### src/verilog/procPkg.sv
/*
 * Shared processor types: word, register index, funct code
 * Opcode and ALU operation enums, instruction field positions,
 * forwarding select codes
 */
`default_nettype none

package procPkg;

    typedef logic [15:0] word_t;
    typedef logic [2:0] regIdx_t;
    typedef logic [1:0] funct_t;

    // Anything not listed traps as illegal
    typedef enum logic [4:0] {
        OP_HALT  = 5'd0,
        OP_J     = 5'd4,
        OP_ADDI  = 5'd8,
        OP_BEQZ  = 5'd12,
        OP_BNEZ  = 5'd13,
        OP_LD    = 5'd16,
        OP_ST    = 5'd17,
        OP_RTYPE = 5'd27
    } opcode_e;

    typedef enum logic [1:0] {
        ALU_ADD,
        ALU_SUB,
        ALU_XOR,
        ALU_AND
    } aluOp_e;

    // R-type function codes
    localparam funct_t FUNCT_ADD = 2'd0;
    localparam funct_t FUNCT_SUB = 2'd1;
    localparam funct_t FUNCT_XOR = 2'd2;
    localparam funct_t FUNCT_AND = 2'd3;

    // Field positions
    localparam int OPC_MSB    = 15;
    localparam int OPC_LSB    = 11;
    localparam int RS_MSB     = 10;
    localparam int RS_LSB     = 8;
    localparam int RT_MSB     = 7;
    localparam int RT_LSB     = 5;
    localparam int RDR_MSB    = 4;
    localparam int RDR_LSB    = 2;
    localparam int FUNCT_MSB  = 1;
    localparam int FUNCT_LSB  = 0;
    localparam int IMM5_MSB   = 4;
    localparam int IMM8_MSB   = 7;
    localparam int DISP11_MSB = 10;

    // Operand source selects into execute
    localparam logic [1:0] FWD_REG   = 2'd0;
    localparam logic [1:0] FWD_EXMEM = 2'd1;
    localparam logic [1:0] FWD_MEMWB = 2'd2;

endpackage

`default_nettype wire

### src/verilog/fetch.sv
/*
 * Fetch stage: PC register, instruction memory with program
 * load port, stall and redirect handling, IF/ID register
 */
`timescale 1ns/1ns
`default_nettype none

module fetch #(
    parameter int IMEM_DEPTH = 256
) (
    input wire clk,
    input wire rst,
    input wire stall,
    input wire redirect,
    input wire procPkg::word_t targetPc,
    input wire progWe,
    input wire procPkg::word_t progAddr,
    input wire procPkg::word_t progData,
    output procPkg::word_t instrIfId,
    output procPkg::word_t pcIfId,
    output logic validIfId
);

    localparam int imemAw = $clog2(IMEM_DEPTH);

    procPkg::word_t instrMem [IMEM_DEPTH];
    procPkg::word_t pc;
    procPkg::word_t pcNext;

    assign pcNext = pc + 16'd1;

    // Program port is the only write path
    always_ff @(posedge clk) begin
        if (progWe) begin
            instrMem[progAddr[imemAw-1:0]] <= progData;
        end
    end

    // Redirect wins over stall and kills the slot being fetched
    always_ff @(posedge clk) begin
        if (rst) begin
            pc <= '0;
            validIfId <= 1'b0;
        end else if (redirect) begin
            pc <= targetPc;
            validIfId <= 1'b0;
        end else if (!stall) begin
            pc <= pcNext;
            validIfId <= 1'b1;
        end
    end

    always_ff @(posedge clk) begin
        if (!stall && !redirect) begin
            instrIfId <= instrMem[pc[imemAw-1:0]];
            pcIfId <= pcNext;
        end
    end

endmodule

`default_nettype wire

### config.mk
export PLATFORM = sky130hd
export DESIGN_NAME = fetch
export DESIGN_NICKNAME = d
export VERILOG_FILES = /design/src/verilog/procPkg.sv /design/src/verilog/fetch.sv
export SDC_FILE = /design/constraint.sdc
export NUM_CORES = 2
export LEC_CHECK = 0
export BUFFER_PORTS_ARGS = -buffer_cell sky130_fd_sc_hd__buf_2
export CAP_MARGIN = 5
export CELL_PAD_IN_SITES_DETAIL_PLACEMENT = 0
export CELL_PAD_IN_SITES_GLOBAL_PLACEMENT = 1
export CORE_ASPECT_RATIO = 0.5
export CORE_MARGIN = 4
export CORE_UTILIZATION = 51
export CTS_CLUSTER_DIAMETER = 40
export DETAILED_ROUTE_END_ITERATION = 16
export GPL_TIMING_DRIVEN = 1
export HOLD_SLACK_MARGIN = 0.15
export PLACE_DENSITY = 0.79
export SYNTH_ARGS = -nofsm -noshare
export SYNTH_HDL_FRONTEND = slang
export SYNTH_SLANG_ARGS = --single-unit
### constraint.sdc
create_clock -name clk -period 2.4 [get_ports clk]
set_clock_uncertainty 0.05 [all_clocks]
set_input_delay 0 -clock clk [delete_from_list [all_inputs] [get_ports clk]]
set_output_delay 0 -clock clk [all_outputs]
set_load 0.05 [all_outputs]
After elaboration in Yosys (flattened, before gate mapping)
Memory sizes are Yosys's and may differ from the RTL's. A register that Yosys moved wholly into a read port is not among the register bits.
Index checks and enable logic that the tools add are counted.
- register bits: 33
- bits in writable memories: 4096
- input bits: 53
- logic and storage cells: 14
- memories: 1
- output and inout port bits: 33
- reduce and logical (&&, ||, !) cells: 4
- multiplexer cells: 4
- equal/unequal tests: 1
- $add $sub $neg: 1
- memory list (memory ; depth ; width ; rd ports ; clocked after Yosys merged registers in ; wr ports ; RTL line ; text):
    instrMem ; 256 ; 16 ; 1 ; 1 ; 1 ; fetch.sv:26 ; procPkg::word_t instrMem [IMEM_DEPTH];
- operator list (kind ; count):
    $mux 16 ; 2
    $add 16x1->16 const B ; 1
    $logic_not 1->1 ; 2
    $mux 1 ; 2
    $ne 2x1->1 const B ; 1
    $reduce_or 2->1 ; 1
    $logic_and 1x1->1 ; 1

Depth between registers and ports, before layout
- depth after elaboration: 3
- gate-level depth with buffers: 13
- depth with buffers taken out: 7

Worst setup path after synthesis
OpenSTA, ideal clock, no wires.
- path type: reg-to-reg
- from: reg pc[1]
- to: reg instrIfId[14] (read register of instrMem) (data pin)
- slack: -193 ps
- stages on the path, launching flop included: 11
- library setup time: 271 ps
- data arrival time: 2273 ps
- required time: 2079 ps
- buffers on the path: 5
- period minus slack after synthesis: 2593 ps
- cell sequence: dfxtp_1 -> buf_2 -> buf_4 -> buf_2 -> buf_2 -> buf_1 -> mux4_2 -> o21ai_0 -> a21oi_1 -> o31ai_2 -> o32ai_2
- RTL lines (item ; RTL line ; text):
    start: declaration ; fetch.sv:27 ; procPkg::word_t pc;
    start signal: assignment ; fetch.sv:45 ; pc <= targetPc;
    start signal: assignment ; fetch.sv:48 ; pc <= pcNext;
    end: declaration ; fetch.sv:19 ; output procPkg::word_t instrIfId,

==> flow_metrics.tcl <==
set metrics [dict create \
    critPathLaunchType "flop" \
    grt_pass1_vias 84000 \
    antenna_found_initial 23 \
    rsz0062_at_grt "yes" \
    worstMarginPinSlew_ps 1210 \
    first_pass_iters 6 \
    synth_area_leader_cell "edfxtp_1" \
    hpwl_um 276000 \
    synth_edf_count 4128 \
    synth_seq_area_share_pct 77.6 \
    ir_drop_uv 621 \
    num_rows 145 \
    crit_chain "buf_12 > buf_4 > mux4_2 > mux4_2 > o211ai_1 > a221oi_4 > a31o_1" \
    p_comb_share_pct 7.9 \
    post-route-period-util_pct 143 \
    status "finished with violations" \
    die_h_um 404 \
    swShare_pct 22.4 \
    synth.top_cells.by_count "edfxtp_1 (4,128), mux4_2 (875), nor2_1 (380)" \
    synth.area.top_cells "edfxtp_1 (77%), mux4_2 (12%), mux2i_1 (2.4%)" \
    cts_tree "built" \
    hp-class "in -> reg" \
    gp_congestion 0.900 \
    clockPowerShare_pct 40.3 \
    design_area_mm2 0.192 \
    maxCapViolCount 0 \
    finalCriticalPeriod_ps 3440 \
    yosys_warnings 0 \
    critPathRequiredTime_ps 3010 \
    ys_async_sr_fraction_pct 0 \
    wire_per_inst_um 34.0 \
    vias 86000 \
    syn_inst 7373 \
    clk_path_buf_depth 4 \
    synth_flop_cell "edfxtp_1" \
    synth_nets 7427 \
    power_uw 154000 \
    drt-initial-drc-count 13900 \
    numCtsBuffers 392 \
    vias_per_cell 6.45 \
    drive_above_1_share_pct 34.9 \
    end_kind "flop" \
    track_usage_pct 27.9 \
    grt_pass1_wl_um 639000 \
    power-per-cell-area_mw_per_mm2 804 \
    p_int_uw 120000 \
    critPathArrivalTime_ps 4040 \
    slew_violations 0 \
    core_mm2 0.312 \
    tns_ps -20250 \
    grt_overflow_total 0 \
    cts_sinks 4145 \
    critical_path_class "reg -> reg" \
    p_sw_uw 34600 \
    max_freq_mhz 291 \
    place_area_mm2 0.175 \
    drcViolationCount 0 \
    htreeDepth 5 \
    syn_area_mm2 0.160 \
    slowest_stage "mux4_2" \
    cp_max_fo 14 \
    synth.avg_cell_area_um2 21.7 \
    pwr-share-seq_pct 51.8 \
    hold_violations 0 \
    clk_latency_ps 910 \
    area_growth_pct 19.9 \
    drt_wl_total_um 454000 \
    synth_cell_types 77 \
    violations "negative setup slack" \
    root_buffer "clkbuf_16" \
    synth.most_common_cell "edfxtp_1" \
    dieArea_mm2 0.323 \
    nets 8866 \
    max_slew_margin_pct 19.0 \
    timing.hold.ws_ps 182 \
    layout_setup_ws_ps -1040 \
    numPortBuffers 77 \
    finalSetupViolCount 40 \
    crit_top_cell "mux4_2" \
    grt_max_degree 129 \
    ioPinCount 86 \
    cpPeakStageDelay_ps 600 \
    ys_seq_elements 4145 \
    synth_top_area_share_pct 77.4 \
    path_clk_slew_ps 70 \
    ant_nets 0 \
    initial_core_util_pct 51.2 \
    p_leak_uw 0.0616 \
    die_x_um 800 \
]
==> per-layer routing <==
layer | wire length, um | GRT usage, %
met1 | 164000 | 39.6
met2 | 208000 | 41.8
met3 | 64500 | 8.06
met4 | 17800 | 9.83
met5 | 63 | 0
==> flip-flops by register name, summed over array words and instances, names as in the netlist <==
name       cells
instrIfId     16
instrMem    4096
pc            16
pcIfId        16
validIfId      1
==> power groups by stage <==
stage	Combinational (uW)	Sequential [uW]	Clock, uW
global placement	10700	81500	0
detailed placement	10800	81500	0
CTS	11700	79900	62600
global route	12600	79900	65900
floorplan	5260	81500	0
finish	12200	79900	62300
==> what timing repair did <==
item,4_1_cts,5_1_grt
hold buffers,102,0
gates cloned,15,5
hold endpoints to repair,6874,0
pin swaps,36,36
endpoints found under the setup margin,43,92
resized for setup,204,161
buffers inserted,57,69
==> final cells by class <==
| cell class | count | area [um^2] |
|---|---|---|
| antenna | 17 | 42.5 |
| clock buffer | 450 | 10200 |
| clock inverter | 268 | 2550 |
| fill | 20600 | 120000 |
| inverter | 10 | 50.0 |
| multi-input combinational | 2762 | 34500 |
| sequential | 4145 | 124000 |
| tap | 4189 | 5240 |
| timing repair buffer | 1501 | 15100 |
==> cell families (layout without fill, tap and decap cells) <==
group,Yosys count,in the layout,synth area share (%)
other,0,17,0
DFF,4145,4145,77.6
buffers and inverters,466,2229,1.85
xor gates and xnor gates,27,27,0.148
muxes,1285,1285,14.9
adders and majority gates,1,1,0.00781
and+or+nand+nor,653,653,1.80
AOI/OAI and AO/OA,796,796,3.64
==> through the flow <==
stage | cells | utilization [%] | setup WS [ps]
CTS | 13300 | 61.0 | -942
detailed placement | 12400 | 55.9 | -1540
global placement | 12400 | 55.9 | -1470
finish | 13300 | 61.5 | -1040
global route | 13300 | 61.4 | -1030
floorplan | 7373 | - | -128
==> placed cells by master (no fill, tap or decap), types with 65 or more instances in the layout <==
| master | count |
|---|---|
| clkinv_2 | 65 |
| dlygate4sd3_1 | 91 |
| a21oi_1 | 78 |
| a221oi_1 | 97 |
| buf_4 | 1033 |
| clkbuf_16 | 407 |
| o21ai_0 | 92 |
| mux4_2 | 876 |
| buf_12 | 203 |
| nor2_1 | 330 |
| nand2_1 | 85 |
| o22ai_1 | 73 |
| mux2i_1 | 374 |
| edfxtp_1 | 4128 |
| clkinv_1 | 71 |
==> worst max-delay path: cells and delay by family, from the launching register on <==
| family | cells | cell delay, ps |
|---|---|---|
| AOI/OAI and AO/OA | 3 | 1000 |
| muxes | 2 | 1130 |
| DFF | 1 | 470 |
| buffers and inverters | 2 | 500 |
==> final timing paths <==
check,start,to,slack (ps),depth (start not counted)
setup / recovery,pc[0]$_SDFFE_PP0P_,instrIfId[9]$_DFFE_PP_,-1040,7
hold / removal,progData[15],instrMem[152][15]$_DFFE_PP_,180,2
setup reg to reg,pc[0]$_SDFFE_PP0P_,instrIfId[9]$_DFFE_PP_,-1040,7
hold reg to reg,pc[15]$_SDFFE_PP0P_,pc[15]$_SDFFE_PP0P_,550,2
No activity file was read; power rests on OpenSTA's default activity.
