## config.mk

```make
export PLATFORM = sky130hd
export DESIGN_NAME = hazardUnit
export DESIGN_NICKNAME = d
export VERILOG_FILES = /design/src/verilog/procPkg.sv /design/src/verilog/hazardUnit.sv
export SDC_FILE = /design/constraint.sdc
export NUM_CORES = 1
export LEC_CHECK = 0
export ABC_AREA = 1
export BUFFER_PORTS_ARGS = -buffer_cell sky130_fd_sc_hd__buf_4
export CORE_AREA = 8 8 45 47
export DETAILED_ROUTE_END_ITERATION = 16
export DIE_AREA = 0 0 53 55
export PLACE_DENSITY = 0.74
export RECOVER_POWER = 25
export REMOVE_ABC_BUFFERS = 1
export SYNTH_ARGS = -nofsm -noshare
export SYNTH_HDL_FRONTEND = slang
export SYNTH_SLANG_ARGS = --single-unit
```

## constraint.sdc

```tcl
create_clock -name vclk -period 0.8
set_input_delay 0.08 -clock vclk [all_inputs]
set_output_delay 0.08 -clock vclk [all_outputs]
set_load 0.02 [all_outputs]
```

## src/verilog/procPkg.sv

```systemverilog
/*
 * Shared processor types: word, register index, funct code
 * Opcode and ALU operation enums, instruction field positions,
 * forwarding select codes
 */
`default_nettype none

package procPkg;

    typedef logic [15:0] word_t;
    typedef logic [2:0] regIdx_t;
    typedef logic [1:0] funct_t;

    // Anything not listed traps as illegal
    typedef enum logic [4:0] {
        OP_HALT  = 5'd0,
        OP_J     = 5'd4,
        OP_ADDI  = 5'd8,
        OP_BEQZ  = 5'd12,
        OP_BNEZ  = 5'd13,
        OP_LD    = 5'd16,
        OP_ST    = 5'd17,
        OP_RTYPE = 5'd27
    } opcode_e;

    typedef enum logic [1:0] {
        ALU_ADD,
        ALU_SUB,
        ALU_XOR,
        ALU_AND
    } aluOp_e;

    // R-type function codes
    localparam funct_t FUNCT_ADD = 2'd0;
    localparam funct_t FUNCT_SUB = 2'd1;
    localparam funct_t FUNCT_XOR = 2'd2;
    localparam funct_t FUNCT_AND = 2'd3;

    // Field positions
    localparam int OPC_MSB    = 15;
    localparam int OPC_LSB    = 11;
    localparam int RS_MSB     = 10;
    localparam int RS_LSB     = 8;
    localparam int RT_MSB     = 7;
    localparam int RT_LSB     = 5;
    localparam int RDR_MSB    = 4;
    localparam int RDR_LSB    = 2;
    localparam int FUNCT_MSB  = 1;
    localparam int FUNCT_LSB  = 0;
    localparam int IMM5_MSB   = 4;
    localparam int IMM8_MSB   = 7;
    localparam int DISP11_MSB = 10;

    // Operand source selects into execute
    localparam logic [1:0] FWD_REG   = 2'd0;
    localparam logic [1:0] FWD_EXMEM = 2'd1;
    localparam logic [1:0] FWD_MEMWB = 2'd2;

endpackage

`default_nettype wire

```

## src/verilog/hazardUnit.sv

```systemverilog
/*
 * Hazard unit: load-use stall detection and
 * operand forwarding selects for execute
 */
`timescale 1ns/1ns
`default_nettype none

module hazardUnit (
    input wire procPkg::word_t instrIfId,
    input wire validIfId,
    input wire isLoad,
    input wire regWriteEx,
    input wire procPkg::regIdx_t rdEx,
    input wire procPkg::regIdx_t rsEx,
    input wire procPkg::regIdx_t rtEx,
    input wire procPkg::regIdx_t rdMem,
    input wire regWriteMem,
    input wire isLoadMem,
    input wire procPkg::regIdx_t wbReg,
    input wire wbValid,
    output logic stall,
    output logic [1:0] fwdA,
    output logic [1:0] fwdB
);

    procPkg::opcode_e opcode;
    procPkg::regIdx_t rsId;
    procPkg::regIdx_t rtId;
    logic readsRs;
    logic readsRt;

    // EX/MEM wins over MEM/WB; loads in EX/MEM have no data yet
    function automatic logic [1:0] pickSource(input procPkg::regIdx_t src);
        if (regWriteMem && !isLoadMem && rdMem == src) begin
            return procPkg::FWD_EXMEM;
        end else if (wbValid && wbReg == src) begin
            return procPkg::FWD_MEMWB;
        end
        return procPkg::FWD_REG;
    endfunction

    assign opcode = procPkg::opcode_e'(instrIfId[procPkg::OPC_MSB:procPkg::OPC_LSB]);
    assign rsId = instrIfId[procPkg::RS_MSB:procPkg::RS_LSB];
    assign rtId = instrIfId[procPkg::RT_MSB:procPkg::RT_LSB];

    always_comb begin
        readsRs = 1'b0;
        readsRt = 1'b0;
        case (opcode)
            procPkg::OP_RTYPE, procPkg::OP_ST: begin
                readsRs = 1'b1;
                readsRt = 1'b1;
            end
            procPkg::OP_ADDI, procPkg::OP_LD, procPkg::OP_BEQZ, procPkg::OP_BNEZ: begin
                readsRs = 1'b1;
            end
            default: ;
        endcase
    end

    assign stall = validIfId && isLoad && regWriteEx &&
                   ((readsRs && rdEx == rsId) || (readsRt && rdEx == rtId));

    assign fwdA = pickSource(rsEx);
    assign fwdB = pickSource(rtEx);

endmodule

`default_nettype wire

```

======== After elaboration in Yosys (flattened, before gate mapping) ========
Index checks and enable logic that the tools add are counted.
storage, ports and cells
  register bits ........................... 0
  bits in latches ......................... 0
  bits in writable memories ............... 0
  memory bits (read-only) ................. 0
  input bits .............................. 37
  output and inout port bits .............. 5
  word-level logic and storage cells ...... 38
  memories kept ........................... 0
operators by class
  $add $sub $neg .......................... 0
  $mul .................................... 0
  divide/modulo/power cells ............... 0
  $lt $le $gt $ge ......................... 0
  equality and inequality tests ........... 12
  shift operators ......................... 0
  mux-type cells .......................... 12
  bitwise logic cells ..................... 0
  reduce and logical (&&, ||, !) cells .... 14
operator list
  kind                                                 count
  equality test 3 bit                                  6
  equality test 5 x 4 -> 1 bit, second input constant  3
  equality test 5 bit, second input constant           3
  two-way mux 2 bit                                    6
  logical AND 1 bit                                    10
  two-way mux 1 bit                                    6
  OR reduction 6 bit                                   1
  OR reduction 2 bit                                   1
  logical NOT 1 bit                                    1
  logical OR 1 bit                                     1

======== Longest topological paths before layout ========
  depth after elaboration ................. 6
  gate-level depth with buffers ........... 7
  mapped depth without buffers ............ 7

======== Least setup slack after synthesis ========
No wires, ideal clock.
  kind .................................... input -> output
  start ................................... input port regWriteMem
  end ..................................... output port fwdB[1]
  arrival ................................. 0.834 ns
  data required time ...................... 0.720 ns
  slack ................................... -0.114 ns
  cell stages on the path ................. 5
  buffers on the path ..................... 0
  path through ............................ inv_1 nor2_1 o21ai_1 nor3_2 nor2_1
on the way
  cells in the longest elaborated chain, start to end .. 4
  elaborated cells on any way between the ends .. 5
  those cells by class .................... 3 x mux; 2 x reduce/logical
RTL lines
  item                                                    line              source
  from (decl)                                             hazardUnit.sv:17  input wire regWriteMem,
  logical AND 1 bit * (2 in series)                       hazardUnit.sv:34  if (regWriteMem && !isLoadMem && rdMem == src) begin
  two-way mux 2 bit or two-way mux 1 bit (tied branches)  hazardUnit.sv:34
  two-way mux 2 bit *                                     hazardUnit.sv:39  return procPkg::FWD_REG;
  to (decl)                                               hazardUnit.sv:23  output logic [1:0] fwdB
Every way passes the cells marked *; elsewhere a longest branch is shown, timed or not.

======== Final worst setup path ========
  start ................................... input port isLoadMem
  end ..................................... output port fwdA[0]
on the way
  cells in the longest elaborated chain, start to end .. 5
  elaborated cells on any way between the ends .. 6
  those cells by class .................... 3 x mux; 3 x reduce/logical
RTL lines
  item                                                    line              source
  from (decl)                                             hazardUnit.sv:18  input wire isLoadMem,
  logical NOT 1 bit *                                     hazardUnit.sv:34
  logical AND 1 bit * (2 in series)                       hazardUnit.sv:34
  two-way mux 2 bit or two-way mux 1 bit (tied branches)  hazardUnit.sv:34
  two-way mux 2 bit *                                     hazardUnit.sv:39
  to (decl)                                               hazardUnit.sv:22  output logic [1:0] fwdA,
Marks and branches as above.

==> qor.yml <==
cells_and_area:
  fillCellCount: 136
  layout_commonest_cell: "buf_4"
  clock_buffer_count: 0
  antenna_cells: 0
  seqCellArea_um2: 0
  multi_input_area_um2: 387
  final_cell_mix: "buf_4, nand2_1, buf_6, xor2_1, inv_2"
  drive_gt1_frac: 0.570
  seq_cells: 0
  fin_nets: 146
  syn_to_final_growth_pct: 129
  finalInstanceArea_um2: 821
route:
  antenna_left: 0
  wl_per_cell_um: 11.7
  drt_iter0_markers: 5
  drt_wl_total_um: 1440
  drc: 0
  dr.pass1.iters: 3
  via_per_inst: 4.49
  vias: 552
synthesis:
  synth_cells: 69
  seq_area_frac_synth: 0
  syn_area_um2: 358
  synth.avg_cell_area_um2: 5.19
  ys_warn_count: 0
  netlist-cell-type-count: 16
die:
  num_io_pins: 42
  fp.coreArea_um2: 1380
  row_count: 14
  die_w_um: 53
  fp.dieH_um: 55
  die_area_um2: 2920
  initial_core_util: 0.259
sta:
  fin_ws_ns: -0.0998
  period_minus_slack_ns: 0.900
  finalCritPeriodShare: 1.12
  hold_viol_final: 0
  drv_slew: 0
  fmax_mhz: 1110
  slew_headroom: 0.865
  finalSetupViolCount: 4
  holdWs_ns: 0.490
  rsz0062_at_grt: "true"
  worst-slew-pin-transition_ns: 0.202
worst_setup_path:
  cp_max_fo: 2
  crit_type: "in -> out"
  crit_arrival_ns: 0.82
  cp_cell_sequence: "buf_4 > nor2_4 > o211ai_1 > buf_4 > nor2_2 > buf_6"
  crit_path_start_kind: "primary input"
  crit_start: "isLoadMem"
  cp_slowest_cell: "buf_4"
  endpoint_kind: "output pin"
  critical_path_required_ns: 0.72
  cpPeakStageDelay_ns: 0.15
  crit_top_cell: "buf_4"
run_status:
  outcome: "complete, but fails checks"
  failed_checks: "negative setup slack"
grt:
  use_met2: 0.195
  grt_pass1_wl_um: 2170
  overflow: 0
  grt_pass1_vias: 561
  grtUsageMet3: 0.0107
  use_met1: 0.0906
  grt_busiest_layer: "met2"
  grt_max_degree: 5
  antenna_found_initial: 0
  track_usage: 0.0911
worst_hold_path:
  hold_start: "isLoad"
  worst_hold_path_type: "in -> out"
clock_network:
  hold_buffers: 0
  cts_setup_buffers: 0
place:
  dp_hpwl_um: 1200
  place_area_um2: 663
  dp_slack_ns: -0.163
  gp_congestion: 0.869
  numPortBuffers: 37
power:
  irDropWorstVdd_mv: 0.232
  power.density_nw_per_um2: 485
  p_leak_nw: 0.420
flow_run:
  drv_cap: 0
## critical path: cells and delay by family
| family | cells | cell delay, ns |
|---|---|---|
| AO/OA/AOI/OAI | 1 | 0.12 |
| buffers and inverters | 3 | 0.39 |
| AND/OR/NAND/NOR | 2 | 0.23 |
## metal layers
layer	share of wire	up-vias	wire (µm)
met1	0.34	247	490
met3	0.056	2	81
li1	-	285	-
met5	0	-	0
met4	0.0098	0	14
met2	0.59	18	848
## cell usage after synthesis
library cell | instances | area, µm²
nor2_1 | 8 | 30.0
nand4_1 | 1 | 6.26
o21ai_1 | 1 | 5.00
nor2_2 | 1 | 6.26
o21ai_0 | 1 | 5.00
nand3_1 | 4 | 20.0
nand2_1 | 22 | 82.6
nor3_2 | 1 | 10.0
xnor2_1 | 5 | 43.8
inv_1 | 12 | 45.0
a21oi_2 | 1 | 8.76
or2_1 | 1 | 6.26
nor3_1 | 1 | 5.00
o211ai_1 | 1 | 7.51
or2_0 | 1 | 6.26
xor2_1 | 8 | 70.1
## what timing repair did
action / CTS / global route
resized for setup: 24 / 24
setup endpoints to repair: 5 / 5
pin swaps: 13 / 11
cloned: 0 / 0
## through the flow
stage	utilization	std cells	setup TNS, ns	total power (W)
2_1_floorplan	-	69	-0.114	0.000126
3_3_place_gp	0.479	123	-0.571	0.000301
3_5_place_dp	0.479	123	-0.692	0.000310
4_1_cts	0.529	123	-0.362	0.000347
5_1_grt	0.593	123	-0.606	0.000432
6_report	0.593	123	-0.336	0.000398
## logic make-up (layout without fill, tap and decap cells)
logic type	after synthesis	after routing	share of synthesized area
XOR/XNOR	13	13	0.318
buffers and inverters	12	50	0.126
AO/OA/AOI/OAI	4	4	0.0734
AND/OR/NAND/NOR	40	40	0.483
## layout make-up
type | instances | share of cell area
Multi-Input combinational cell | 57 | 0.471
Tap cell | 16 | 0.0244
Timing Repair Buffer | 38 | 0.444
Inverter | 12 | 0.0610
## worst paths after layout
| kind | slack, ns | end | cells after the start |
|---|---|---|---|
| hold / removal | 0.49 | stall | 4 |
| setup / recovery | -0.1 | fwdA[0] | 6 |
## power by group
group / internal, W / switching (W)
registers: 0 / 0
clock network: 0 / 0
logic: 0.000229 / 0.000169
(Power assumes the default switching activity.)
