$ cat src/verilog/procPkg.sv
/*
 * Shared processor types: word, register index, funct code
 * Opcode and ALU operation enums, instruction field positions,
 * forwarding select codes
 */
`default_nettype none

package procPkg;

    typedef logic [15:0] word_t;
    typedef logic [2:0] regIdx_t;
    typedef logic [1:0] funct_t;

    // Anything not listed traps as illegal
    typedef enum logic [4:0] {
        OP_HALT  = 5'd0,
        OP_J     = 5'd4,
        OP_ADDI  = 5'd8,
        OP_BEQZ  = 5'd12,
        OP_BNEZ  = 5'd13,
        OP_LD    = 5'd16,
        OP_ST    = 5'd17,
        OP_RTYPE = 5'd27
    } opcode_e;

    typedef enum logic [1:0] {
        ALU_ADD,
        ALU_SUB,
        ALU_XOR,
        ALU_AND
    } aluOp_e;

    // R-type function codes
    localparam funct_t FUNCT_ADD = 2'd0;
    localparam funct_t FUNCT_SUB = 2'd1;
    localparam funct_t FUNCT_XOR = 2'd2;
    localparam funct_t FUNCT_AND = 2'd3;

    // Field positions
    localparam int OPC_MSB    = 15;
    localparam int OPC_LSB    = 11;
    localparam int RS_MSB     = 10;
    localparam int RS_LSB     = 8;
    localparam int RT_MSB     = 7;
    localparam int RT_LSB     = 5;
    localparam int RDR_MSB    = 4;
    localparam int RDR_LSB    = 2;
    localparam int FUNCT_MSB  = 1;
    localparam int FUNCT_LSB  = 0;
    localparam int IMM5_MSB   = 4;
    localparam int IMM8_MSB   = 7;
    localparam int DISP11_MSB = 10;

    // Operand source selects into execute
    localparam logic [1:0] FWD_REG   = 2'd0;
    localparam logic [1:0] FWD_EXMEM = 2'd1;
    localparam logic [1:0] FWD_MEMWB = 2'd2;

endpackage

`default_nettype wire

$ cat src/verilog/decode.sv
/*
 * Decode stage: opcode decode, register file with write-through,
 * immediate sign extension, ID/EX register
 */
`timescale 1ns/1ns
`default_nettype none

module decode (
    input wire clk,
    input wire rst,
    input wire procPkg::word_t instrIfId,
    input wire procPkg::word_t pcIfId,
    input wire validIfId,
    input wire stall,
    input wire redirect,
    input wire wbValid,
    input wire procPkg::regIdx_t wbReg,
    input wire procPkg::word_t wbData,
    output procPkg::word_t pcEx,
    output procPkg::word_t opA,
    output procPkg::word_t opB,
    output procPkg::word_t imm,
    output procPkg::regIdx_t rsEx,
    output procPkg::regIdx_t rtEx,
    output procPkg::regIdx_t rdEx,
    output procPkg::aluOp_e aluOp,
    output logic useImm,
    output logic isLoad,
    output logic isStore,
    output logic isBranchZ,
    output logic branchOnZero,
    output logic isJump,
    output logic regWriteEx,
    output logic illegalEx,
    output logic haltEx
);

    procPkg::word_t regFile [8];
    procPkg::opcode_e opcode;
    procPkg::funct_t funct;
    procPkg::regIdx_t rs;
    procPkg::regIdx_t rt;
    procPkg::regIdx_t rdSel;
    procPkg::word_t immSel;
    procPkg::word_t readA;
    procPkg::word_t readB;
    procPkg::aluOp_e aluSel;
    logic useImmD, loadD, storeD, branchD, onZeroD, jumpD, writeD, illegalD, haltD;
    logic bubble;

    assign opcode = procPkg::opcode_e'(instrIfId[procPkg::OPC_MSB:procPkg::OPC_LSB]);
    assign funct = instrIfId[procPkg::FUNCT_MSB:procPkg::FUNCT_LSB];
    assign rs = instrIfId[procPkg::RS_MSB:procPkg::RS_LSB];
    assign rt = instrIfId[procPkg::RT_MSB:procPkg::RT_LSB];
    assign bubble = stall || redirect || !validIfId;

    always_comb begin
        aluSel = procPkg::ALU_ADD;
        rdSel = rt;
        immSel = {{(15 - procPkg::IMM5_MSB){instrIfId[procPkg::IMM5_MSB]}},
                  instrIfId[procPkg::IMM5_MSB:0]};
        useImmD = 1'b0;
        loadD = 1'b0;
        storeD = 1'b0;
        branchD = 1'b0;
        onZeroD = 1'b0;
        jumpD = 1'b0;
        writeD = 1'b0;
        illegalD = 1'b0;
        haltD = 1'b0;
        case (opcode)
            procPkg::OP_RTYPE: begin
                writeD = 1'b1;
                rdSel = instrIfId[procPkg::RDR_MSB:procPkg::RDR_LSB];
                case (funct)
                    procPkg::FUNCT_ADD: aluSel = procPkg::ALU_ADD;
                    procPkg::FUNCT_SUB: aluSel = procPkg::ALU_SUB;
                    procPkg::FUNCT_XOR: aluSel = procPkg::ALU_XOR;
                    procPkg::FUNCT_AND: aluSel = procPkg::ALU_AND;
                    default: aluSel = procPkg::ALU_ADD;
                endcase
            end
            procPkg::OP_ADDI: begin
                writeD = 1'b1;
                useImmD = 1'b1;
            end
            procPkg::OP_LD: begin
                writeD = 1'b1;
                loadD = 1'b1;
                useImmD = 1'b1;
            end
            procPkg::OP_ST: begin
                storeD = 1'b1;
                useImmD = 1'b1;
            end
            procPkg::OP_BEQZ, procPkg::OP_BNEZ: begin
                branchD = 1'b1;
                onZeroD = (opcode == procPkg::OP_BEQZ);
                immSel = {{(15 - procPkg::IMM8_MSB){instrIfId[procPkg::IMM8_MSB]}},
                          instrIfId[procPkg::IMM8_MSB:0]};
            end
            procPkg::OP_J: begin
                jumpD = 1'b1;
                immSel = {{(15 - procPkg::DISP11_MSB){instrIfId[procPkg::DISP11_MSB]}},
                          instrIfId[procPkg::DISP11_MSB:0]};
            end
            procPkg::OP_HALT: haltD = 1'b1;
            default: illegalD = 1'b1;
        endcase
    end

    // Write-back lands before the read in the same cycle
    assign readA = (wbValid && wbReg == rs) ? wbData : regFile[rs];
    assign readB = (wbValid && wbReg == rt) ? wbData : regFile[rt];

    // All registers start at zero
    always_ff @(posedge clk) begin
        if (rst) begin
            for (int i = 0; i < 8; i++) begin
                regFile[i] <= '0;
            end
        end else if (wbValid) begin
            regFile[wbReg] <= wbData;
        end
    end

    always_ff @(posedge clk) begin
        pcEx <= pcIfId;
        opA <= readA;
        opB <= readB;
        imm <= immSel;
        rsEx <= rs;
        rtEx <= rt;
        rdEx <= rdSel;
        if (rst || bubble) begin
            aluOp <= procPkg::ALU_ADD;
            useImm <= 1'b0;
            isLoad <= 1'b0;
            isStore <= 1'b0;
            isBranchZ <= 1'b0;
            branchOnZero <= 1'b0;
            isJump <= 1'b0;
            regWriteEx <= 1'b0;
            illegalEx <= 1'b0;
            haltEx <= 1'b0;
        end else begin
            aluOp <= aluSel;
            useImm <= useImmD;
            isLoad <= loadD;
            isStore <= storeD;
            isBranchZ <= branchD;
            branchOnZero <= onZeroD;
            isJump <= jumpD;
            regWriteEx <= writeD;
            illegalEx <= illegalD;
            haltEx <= haltD;
        end
    end

endmodule

`default_nettype wire

$ cat config.mk
export PLATFORM = sky130hd
export DESIGN_NAME = decode
export DESIGN_NICKNAME = d
export VERILOG_FILES = /design/src/verilog/procPkg.sv /design/src/verilog/decode.sv
export SDC_FILE = /design/constraint.sdc
export NUM_CORES = 1
export LEC_CHECK = 0
export ABC_AREA = 1
export BUFFER_PORTS_ARGS = -buffer_cell sky130_fd_sc_hd__clkbuf_2
export CORE_MARGIN = 3
export CORE_UTILIZATION = 40
export CTS_BUF_LIST = sky130_fd_sc_hd__clkbuf_4
export DETAILED_ROUTE_END_ITERATION = 10
export PLACE_DENSITY_LB_ADDON = 0.15
export SETUP_SLACK_MARGIN = 0.05
export SLEW_MARGIN = 10
export SYNTH_ARGS = -nofsm -noshare
export SYNTH_HDL_FRONTEND = slang
export SYNTH_SLANG_ARGS = --single-unit
$ cat constraint.sdc
create_clock -name clk -period 3.3 [get_ports clk]
set_input_delay 0.165 -clock clk [delete_from_list [all_inputs] [get_ports clk]]
set_output_delay 0.165 -clock clk [all_outputs]
set_load 0.01 [all_outputs]
======== After elaboration in Yosys (flattened, before gate mapping) ========
Memories as Yosys holds them, arrays and structs flattened.
Cells that the tools add are included.
storage, ports and cells
  bits in registers ....................... 84
  word-level logic and storage cells ...... 68
  bits of input ports ..................... 57
  output and inout bits ................... 84
  memory bits (writable) .................. 128
  memories ................................ 1
memories
  memory   words  bits a word  read ports  clocked after memory_dff  write ports  RTL line      source
  regFile  8      16           2           0                         8            decode.sv:38  procPkg::word_t regFile [8];
operators by class
  multiplexer cells ....................... 21
  equality and inequality tests ........... 12
  bitwise logic cells ..................... 2
  reductions and logical operators ........ 15
operator list
  kind                                                             number
  16-bit 2-to-1 mux                                                3
  16-bit case mux with 2 select lines                              1
  16-bit OR reduction                                              1
  5-bit by 4-bit == test with 1-bit output, second input constant  3
  5-bit == test, second input constant                             3
  1-bit 2-to-1 mux                                                 14
  2-bit case mux with 4 select lines                               1
  8-bit OR reduction                                               1
  3-bit == test                                                    2
  3-bit 2-to-1 mux                                                 2
  2-bit OR reduction                                               3
  3-bit OR reduction                                               2
  5-bit by 3-bit == test with 1-bit output, second input constant  1
  5-bit logical NOT                                                1
  2-bit == test, second input constant                             2
  1-bit logical OR                                                 3
  2-bit by 1-bit == test with 1-bit output, second input constant  1
  1-bit logical AND                                                2
  2-bit logical NOT                                                1
  1-bit inverter                                                   2
  1-bit logical NOT                                                1

======== Depth between registers and ports, before layout ========
Gate-level depths: netlist (run 1).
  depth after elaboration ................. 5
  depth in mapped cells ................... 10
  mapped depth without buffers ............ 8

======== Least setup slack after synthesis (run 1) ========
No wires, ideal clock.
  kind .................................... input -> register
  from .................................... input rst
  to ...................................... memory regFile[0][0] (netlist bit), enable pin
  library setup time ...................... 0.372 ns
  arrival ................................. 1.174 ns
  stages on the path ...................... 6
  data required time ...................... 2.928 ns
  path buffers ............................ 1
  path slack .............................. 1.754 ns
  cell sequence ........................... inv_2 -> nand2_2 -> nor2_4 -> nand2_2 -> buf_2 -> nand2_1
RTL lines
  what         RTL line      source
  from (decl)  decode.sv:10  input wire rst,
  to (decl)    decode.sv:38

======== Final worst setup path (run 1) ========
  from .................................... input instrIfId[9]
  to ...................................... register opA[14]
between the ends
  cells in the longest elaborated chain, start to end .. 3
  elaborated cells on any way between the ends .. 4
  those cells by class .................... eq/ne (1); mux (1); reduce/logical (1); memory (1)
RTL lines
  what                                                                       RTL line       source
  from (decl)                                                                decode.sv:11   input wire procPkg::word_t instrIfId,
  parallel branches: the longest is 2 deep, another holds memory 8 x 16 bit  n/a
  16-bit 2-to-1 mux *                                                        decode.sv:113  assign readA = (wbValid && wbReg == rs) ? wbData : regFile[rs];
  net readA[14]                                                              decode.sv:45   procPkg::word_t readA;
  to (signal assigned)                                                       decode.sv:129  opA <= readA;
  to (decl)                                                                  decode.sv:20   output procPkg::word_t opA,
Mark *: on every way through the listed nets, which the timed path passes.
A chain may end at the register's enable or synchronous reset.

==> results.yml, run 1 <==
cells_and_area:
  drive_gt1_frac: 0.1949
  area_delta_synth_final_pct: 20.52
  nets: 1449
placed_design:
  gp_congestion: 0.8350
  dp_slack_ps: 1270
  hpwl_mm: 20.60
  port_buffers: 140
route:
  drtPass1Iterations: 5
  drcViolationCount: 0
  antenna_left: 0
  via_count: 8732
  wirelength_mm: 30.61
  drt-wirelength-per-cell_um: 17.42
  drt_iter0_markers: 776
  viasPerCell: 4.970
global_route:
  grt_max_degree: 68
  groute.usage.overall: 0.2316
  grt_pass1_wl_mm: 46.89
  gr-total-overflow: 0
  grt_pass1_vias: 8275
  antenna_found_initial: 1
clocking:
  post_cts_buffers: 0
  path_clk_slew_ps: 70
  cts_tree: "done"
  ctsHtreeMaxLevel: 2
  cts.sinks: 207
  hold_buffers: 48
  clock_latency_ps: 660
  numCtsBuffers: 55
  cts_max_path_buffers: 3
  cts.repair.resized: 0
  cts_root_buf: "clkbuf_4"
worst_hold_path:
  hold_start: "validIfId"
  hold_end: "isLoad$_SDFF_PP0_"
  hold_path_depth: 3
  worst_hold_path_type: "primary input to flop"
setup_path:
  cp_cell_sequence: "dlygate4sd3_1, clkbuf_2, inv_2, nand2_1, nand2_1, nor2_4, nand2_4, inv_6, nand2_1, nand2_1"
  cp.required_ps: 3810
  critPathSlowestCell: "inv_2"
  path_common_cell: "nand2_1"
  reg2reg_depth: 6
  critPathMaxFanout: 33
  ff2ff_setup_slack_ps: 2130
  start_kind: "primary input"
  r2r-end: "opB[4]$_DFF_P_"
  path_class: "primary input to flop"
  crit_path_end_kind: "flop"
  r2r_start: "regFile[5][4]$_SDFFCE_PN0P_"
  cp_slowest_stage_delay_ps: 570
  critPathLaunch: "instrIfId[9]"
  worstPathArrival_ps: 2240
yosys:
  syn_nets: 1259
  synth_warnings: 0
  ys_ff_latch: 207
  synth_top_area_share: 0.3950
  postSynthAreaPerCell_um2: 8.096
  syn_area_um2: 9732
  ys_types: 26
  synthCells: 1202
  ys_top_cells_by_area: "edfxtp_1 (39%), dfxtp_1 (16%), nand2_1 (14%)"
  seq_area_frac_synth: 0.5575
  yosysTopAreaCell: "edfxtp_1"
pwr:
  power_frac_comb: 0.137
  internal_power_w: 0.004404
  irDropWorstVdd_uv: 286.2
  switching_share: 0.2759
  power_density_nw_per_um2: 518.6
  p_sw_w: 0.001678
  pwr-share-seq: 0.493
  pwr-share-clk: 0.370
  p_leak_nw: 5.792
timing:
  hold_viol: 0
  tightest_slew_ps: 845.8
  maxSlewHeadroom: 0.4361
  setup_slack_ps: 1574
  fin_crit_ps: 1726
  finalHoldWorstSlack_ps: 43.74
  fin_crit_sh: 0.5231
  setup_viol: 0
  fmaxAchievable_mhz: 579.3
  rsz0062_at_grt: "no"
  maxSlewViolCount: 0
  fin_skew_ps: 28.71
  setup_tns_ps: 0
floorplan:
  die_width_um: 162.0
  core-area_um2: 23680
  initial_core_util: 0.4109
  die_area_um2: 26240
  rows: 56
  io-pin-count: 141
  die_height_um: 162.0
outcome:
  outcome: "finished clean"
flow_run:
  drv_cap: 0
[power groups by stage]
stage	clock network, W	registers [W]	logic, W
after detailed placement	0	0.00306	0.000782
after global placement	0	0.00306	0.000776
after global routing	0.00245	0.00301	0.000915
after floorplan	0	0.00307	0.000449
after CTS	0.00230	0.00300	0.000827
final	0.00225	0.00300	0.000832
[cell type report]
type / instances / area [µm²]
antenna: 1 / 2.502
clock buffer: 88 / 660.6
clock inverter: 14 / 53.80
fill: 2388 / 11950
inverter: 162 / 620.6
multi-input combinational: 769 / 3318
sequential: 207 / 5425
tap: 319 / 399.1
timing repair buffer: 197 / 1249
[logic make-up (layout without fill, tap and decap cells)]
| logic type | after synthesis | count (layout) | synth area share |
|---|---|---|---|
| simple gates | 765 | 765 | 0.3388 |
| other cells | 0 | 1 | 0 |
| compound gates | 4 | 4 | 0.002186 |
| buf+inv | 226 | 461 | 0.1016 |
| flops | 207 | 207 | 0.5575 |
[flip-flops by register name, summed over array words and instances (netlist names)]
signal / flops
isLoad: 1
rdEx: 3
useImm: 1
rsEx: 3
regWriteEx: 1
opA: 16
imm: 11
haltEx: 1
aluOp: 2
isJump: 1
opB: 16
illegalEx: 1
isStore: 1
isBranchZ: 1
rtEx: 3
regFile: 128
branchOnZero: 1
pcEx: 16
[Yosys cell counts]
| library cell | count |
|---|---|
| edfxtp_1 | 128 |
| nand3b_1 | 1 |
| nand2_4 | 2 |
| nand2_2 | 9 |
| nor2_2 | 3 |
| inv_1 | 150 |
| inv_6 | 2 |
| buf_2 | 34 |
| nor2_1 | 146 |
| nand4_1 | 2 |
| buf_4 | 10 |
| a31oi_1 | 1 |
| dfxtp_1 | 79 |
| nand3_2 | 10 |
| nor2_4 | 3 |
| buf_1 | 1 |
| inv_2 | 9 |
| nor3b_1 | 2 |
| nor3_1 | 2 |
| nand3_1 | 221 |
| buf_6 | 2 |
| buf_12 | 2 |
| nand2_1 | 364 |
| clkbuf_1 | 15 |
| a21oi_1 | 3 |
| inv_4 | 1 |
[metal layers]
layer	share of wire	vias to the layer above	track usage
met5	0	-	0
met4	0.023	0	0.06979
met3	0.074	56	0.03673
met2	0.48	352	0.3773
met1	0.43	4119	0.3206
li1	-	4205	-
[stage by stage]
stage	total power (W)	util	instance area, µm²	instances
3_5_place_dp	0.003839	0.4447	10530	1606
6_report	0.006082	0.4952	11730	1757
4_1_cts	0.006129	0.4951	11730	1756
3_3_place_gp	0.003832	0.4447	10530	1606
5_1_grt	0.006381	0.4952	11730	1757
2_1_floorplan	0.003516	-	9732	1202
[critical path, delay by kind of cell]
kind                   cells  cell delay (ps)
and+or+nand+nor            6              710
buffers and inverters      4             1340
[worst max path at each step]
stage	endpoint	slack (ps)	cells after the start
global placement	regFile[1][10]$_SDFFCE_PN0P_	1350	6
detailed placement	regFile[7][7]$_SDFFCE_PN0P_	1270	6
global route	opA[14]$_DFF_P_	1410	10
finish	opA[14]$_DFF_P_	1570	10
floorplan	regFile[0][0]$_SDFFCE_PN0P_	1750	6
CTS	opA[14]$_DFF_P_	1640	10
[cell usage in the layout (no fill, tap or decap), drive strengths merged, types with 2 or more instances in the layout]
cell,count
a21oi,3
nand3,231
nor3,2
clkinv,11
nand2,375
nor2,152
edfxtp,128
dfxtp,79
clkbuf,228
nand4,2
buf,9
nor3b,2
dlygate4sd3,48
inv,165
Power figures use the tool's default switching activity.
==> inputs of run 2 (changes only) <==
- ABC_AREA: 1 -> 0
- clock period: 3.3 -> 1.7 ns (I/O delays scaled with it)
==> results.yml, run 2 <==
outcome:
  outcome: "finished clean"
floorplan:
  io-pin-count: 141
  die_height_um: 158.9
  rows: 55
  die_area_um2: 25260
  core-area_um2: 22780
  initial_core_util: 0.4107
  die_width_um: 158.9
pwr:
  p_total_w: 0.01175
  internal_power_w: 0.008876
  p_sw_w: 0.002876
  switching_share: 0.2448
  pwr-share-clk: 0.373
  pwr-share-seq: 0.498
  power_density_nw_per_um2: 982.2
  p_leak_nw: 4.871
  irDropWorstVdd_uv: 433.2
  power_frac_comb: 0.129
yosys:
  synth_edf_count: 128
  synth_top_area_share: 0.4109
  synth.top_cells.by_count: "and2_1 (128), edfxtp_1 (128), dfxtp_1 (79), mux2_2 (61), mux4_1 (46)"
  ys_top_cells_by_area: "edfxtp_1 (41%), dfxtp_1 (17%), mux4_1 (13%)"
  seq_area_frac_synth: 0.5799
  synth_warnings: 0
  synthCells: 587
  synth_flop_cell: "edfxtp_1"
  ys_types: 38
  async_reset_ff_frac: 0
  syn_area_um2: 9355
  ys_ff_latch: 207
  yosysTopAreaCell: "edfxtp_1"
  postSynthAreaPerCell_um2: 15.94
  syn_nets: 644
setup_path:
  cp_cell_sequence: "dlygate4sd3_1, clkbuf_2, buf_4, or4_1, a211oi_1, dlygate4sd3_1"
  path_class: "primary input to flop"
  critical-path-top-delay-family: "buffers and inverters"
  cp.depth: 6
  start_kind: "primary input"
  reg2reg_depth: 3
  cp_slowest_stage_delay_ps: 580
  critPathSlowestCell: "dlygate4sd3_1"
  r2r_start: "regFile[6][6]$_SDFFCE_PN0P_"
  cp.required_ps: 2310
  crit_path_end_kind: "flop"
  cp_num_buf_inv: 4
  critPathMaxFanout: 11
  critPathLaunch: "instrIfId[12]"
  path_common_cell: "dlygate4sd3_1"
  worstPathArrival_ps: 2230
global_route:
  gr-total-overflow: 0
  antenna_found_initial: 1
  grt_max_degree: 20
  grt_pass1_wl_mm: 38.12
  grt_pass1_vias: 6692
  groute.usage.overall: 0.1956
flow_run:
  drv_cap: 0
timing:
  maxSlewViolCount: 0
  setup_tns_ps: 0
  fmaxAchievable_mhz: 618.7
  fin_crit_ps: 1616
  fin_crit_sh: 0.9508
  rsz0062_at_grt: "no"
  tightest_slew_ps: 642.3
  setup_viol: 0
  finalHoldWorstSlack_ps: 46.55
  fin_skew_ps: 34.74
  hold_viol: 0
  maxSlewHeadroom: 0.5718
route:
  drt_iter0_markers: 288
  drt-wirelength-per-cell_um: 20.51
  drcViolationCount: 0
  wirelength_mm: 24.61
  via_count: 6126
  drtPass1Iterations: 4
  antenna_left: 0
  viasPerCell: 5.105
placed_design:
  port_buffers: 140
  hpwl_mm: 15.23
  dp.cells: 1038
  gp_congestion: 0.7557
clocking:
  clock_latency_ps: 670
  numCtsBuffers: 56
  cts_tree: "done"
  path_clk_slew_ps: 70
  cts.sinks: 207
  ctsHtreeMaxLevel: 2
  cts_max_path_buffers: 3
  cts_root_buf: "clkbuf_4"
cells_and_area:
  nets: 897
  fill_cells: 1947
  fin_util: 0.5253
  area.sequential_um2: 5425
  area_delta_synth_final_pct: 27.90
  largest_register_ffs: 128
  fin_cells: 1200
  largest-register: "regFile"
  drive_gt1_frac: 0.4176
  layout_commonest_cell: "clkbuf_2"
  multi_input_area_um2: 3666
  layout_common_cells: "clkbuf_2 (140), and2_1 (128), edfxtp_1 (128), clkbuf_4 (88), dfxtp_1 (79)"
worst_hold_path:
  hold_start: "wbValid"
  hold_path_depth: 4
  worst_hold_path_type: "primary input to flop"
-- run 2: logic make-up (layout without fill, tap and decap cells) --
family / after synthesis / count (layout) / synth area share
compound gates: 10 / 10 / 0.007490
simple gates: 189 / 189 / 0.1228
mux: 131 / 131 / 0.2556
xor+xnor: 6 / 6 / 0.005617
other cells: 0 / 1 / 0
flops: 207 / 207 / 0.5799
buf+inv: 44 / 343 / 0.02862
-- run 2: worst paths after layout --
kind,end,slack [ps]
worst min register to register,opB[9]$_DFF_P_,800
worst min-delay path,opB[2]$_DFF_P_,50
worst max-delay path,regWriteEx$_SDFF_PP0_,80
worst max register to register,opB[6]$_DFF_P_,100
-- run 2: what timing repair did --
action / in CTS / in global routing
hold buffers: 57 / 0
buffers inserted: 0 / 0
endpoints found under the setup margin: 0 / 2
hold endpoints to repair: 207 / 0
resized for setup: 0 / 1
-- run 2: area by class of cell --
cell class,count,area share
diodes,1,0.0002091
clock buffers,88,0.05521
clock inverters,16,0.005124
inverters,1,0.0003137
multi-input cells,336,0.3064
flip-flops and latches,207,0.4534
well taps,313,0.03273
repair buffers,238,0.1466
-- run 2: layer usage --
metal,up-vias,global-route usage,share of wire
li1,2796,-,-
met1,3008,0.2370,0.40
met2,258,0.3397,0.50
met3,64,0.04735,0.074
met4,0,0.07521,0.028
met5,-,0,0
-- run 2: stage by stage --
step	setup WS [ps]	instance area [µm²]
2_1_floorplan	108.6	9355
3_3_place_gp	7.381	10670
3_5_place_dp	1.178	10670
4_1_cts	80.32	11960
5_1_grt	53.10	11970
6_report	83.60	11970
-- run 2: power groups by stage --
stage | Combinational, W | Sequential, W | Clock, W
CTS | 0.00153 | 0.00585 | 0.00455
floorplan | 0.000768 | 0.00599 | 0
global route | 0.00163 | 0.00589 | 0.00482
detailed placement | 0.00143 | 0.00596 | 0
finish | 0.00152 | 0.00585 | 0.00438
global placement | 0.00141 | 0.00595 | 0
-- run 2: worst register-to-register path: cells and delay by family (launching register included) --
kind   cells  cell delay, ps
mux        3            1060
flops      1             400
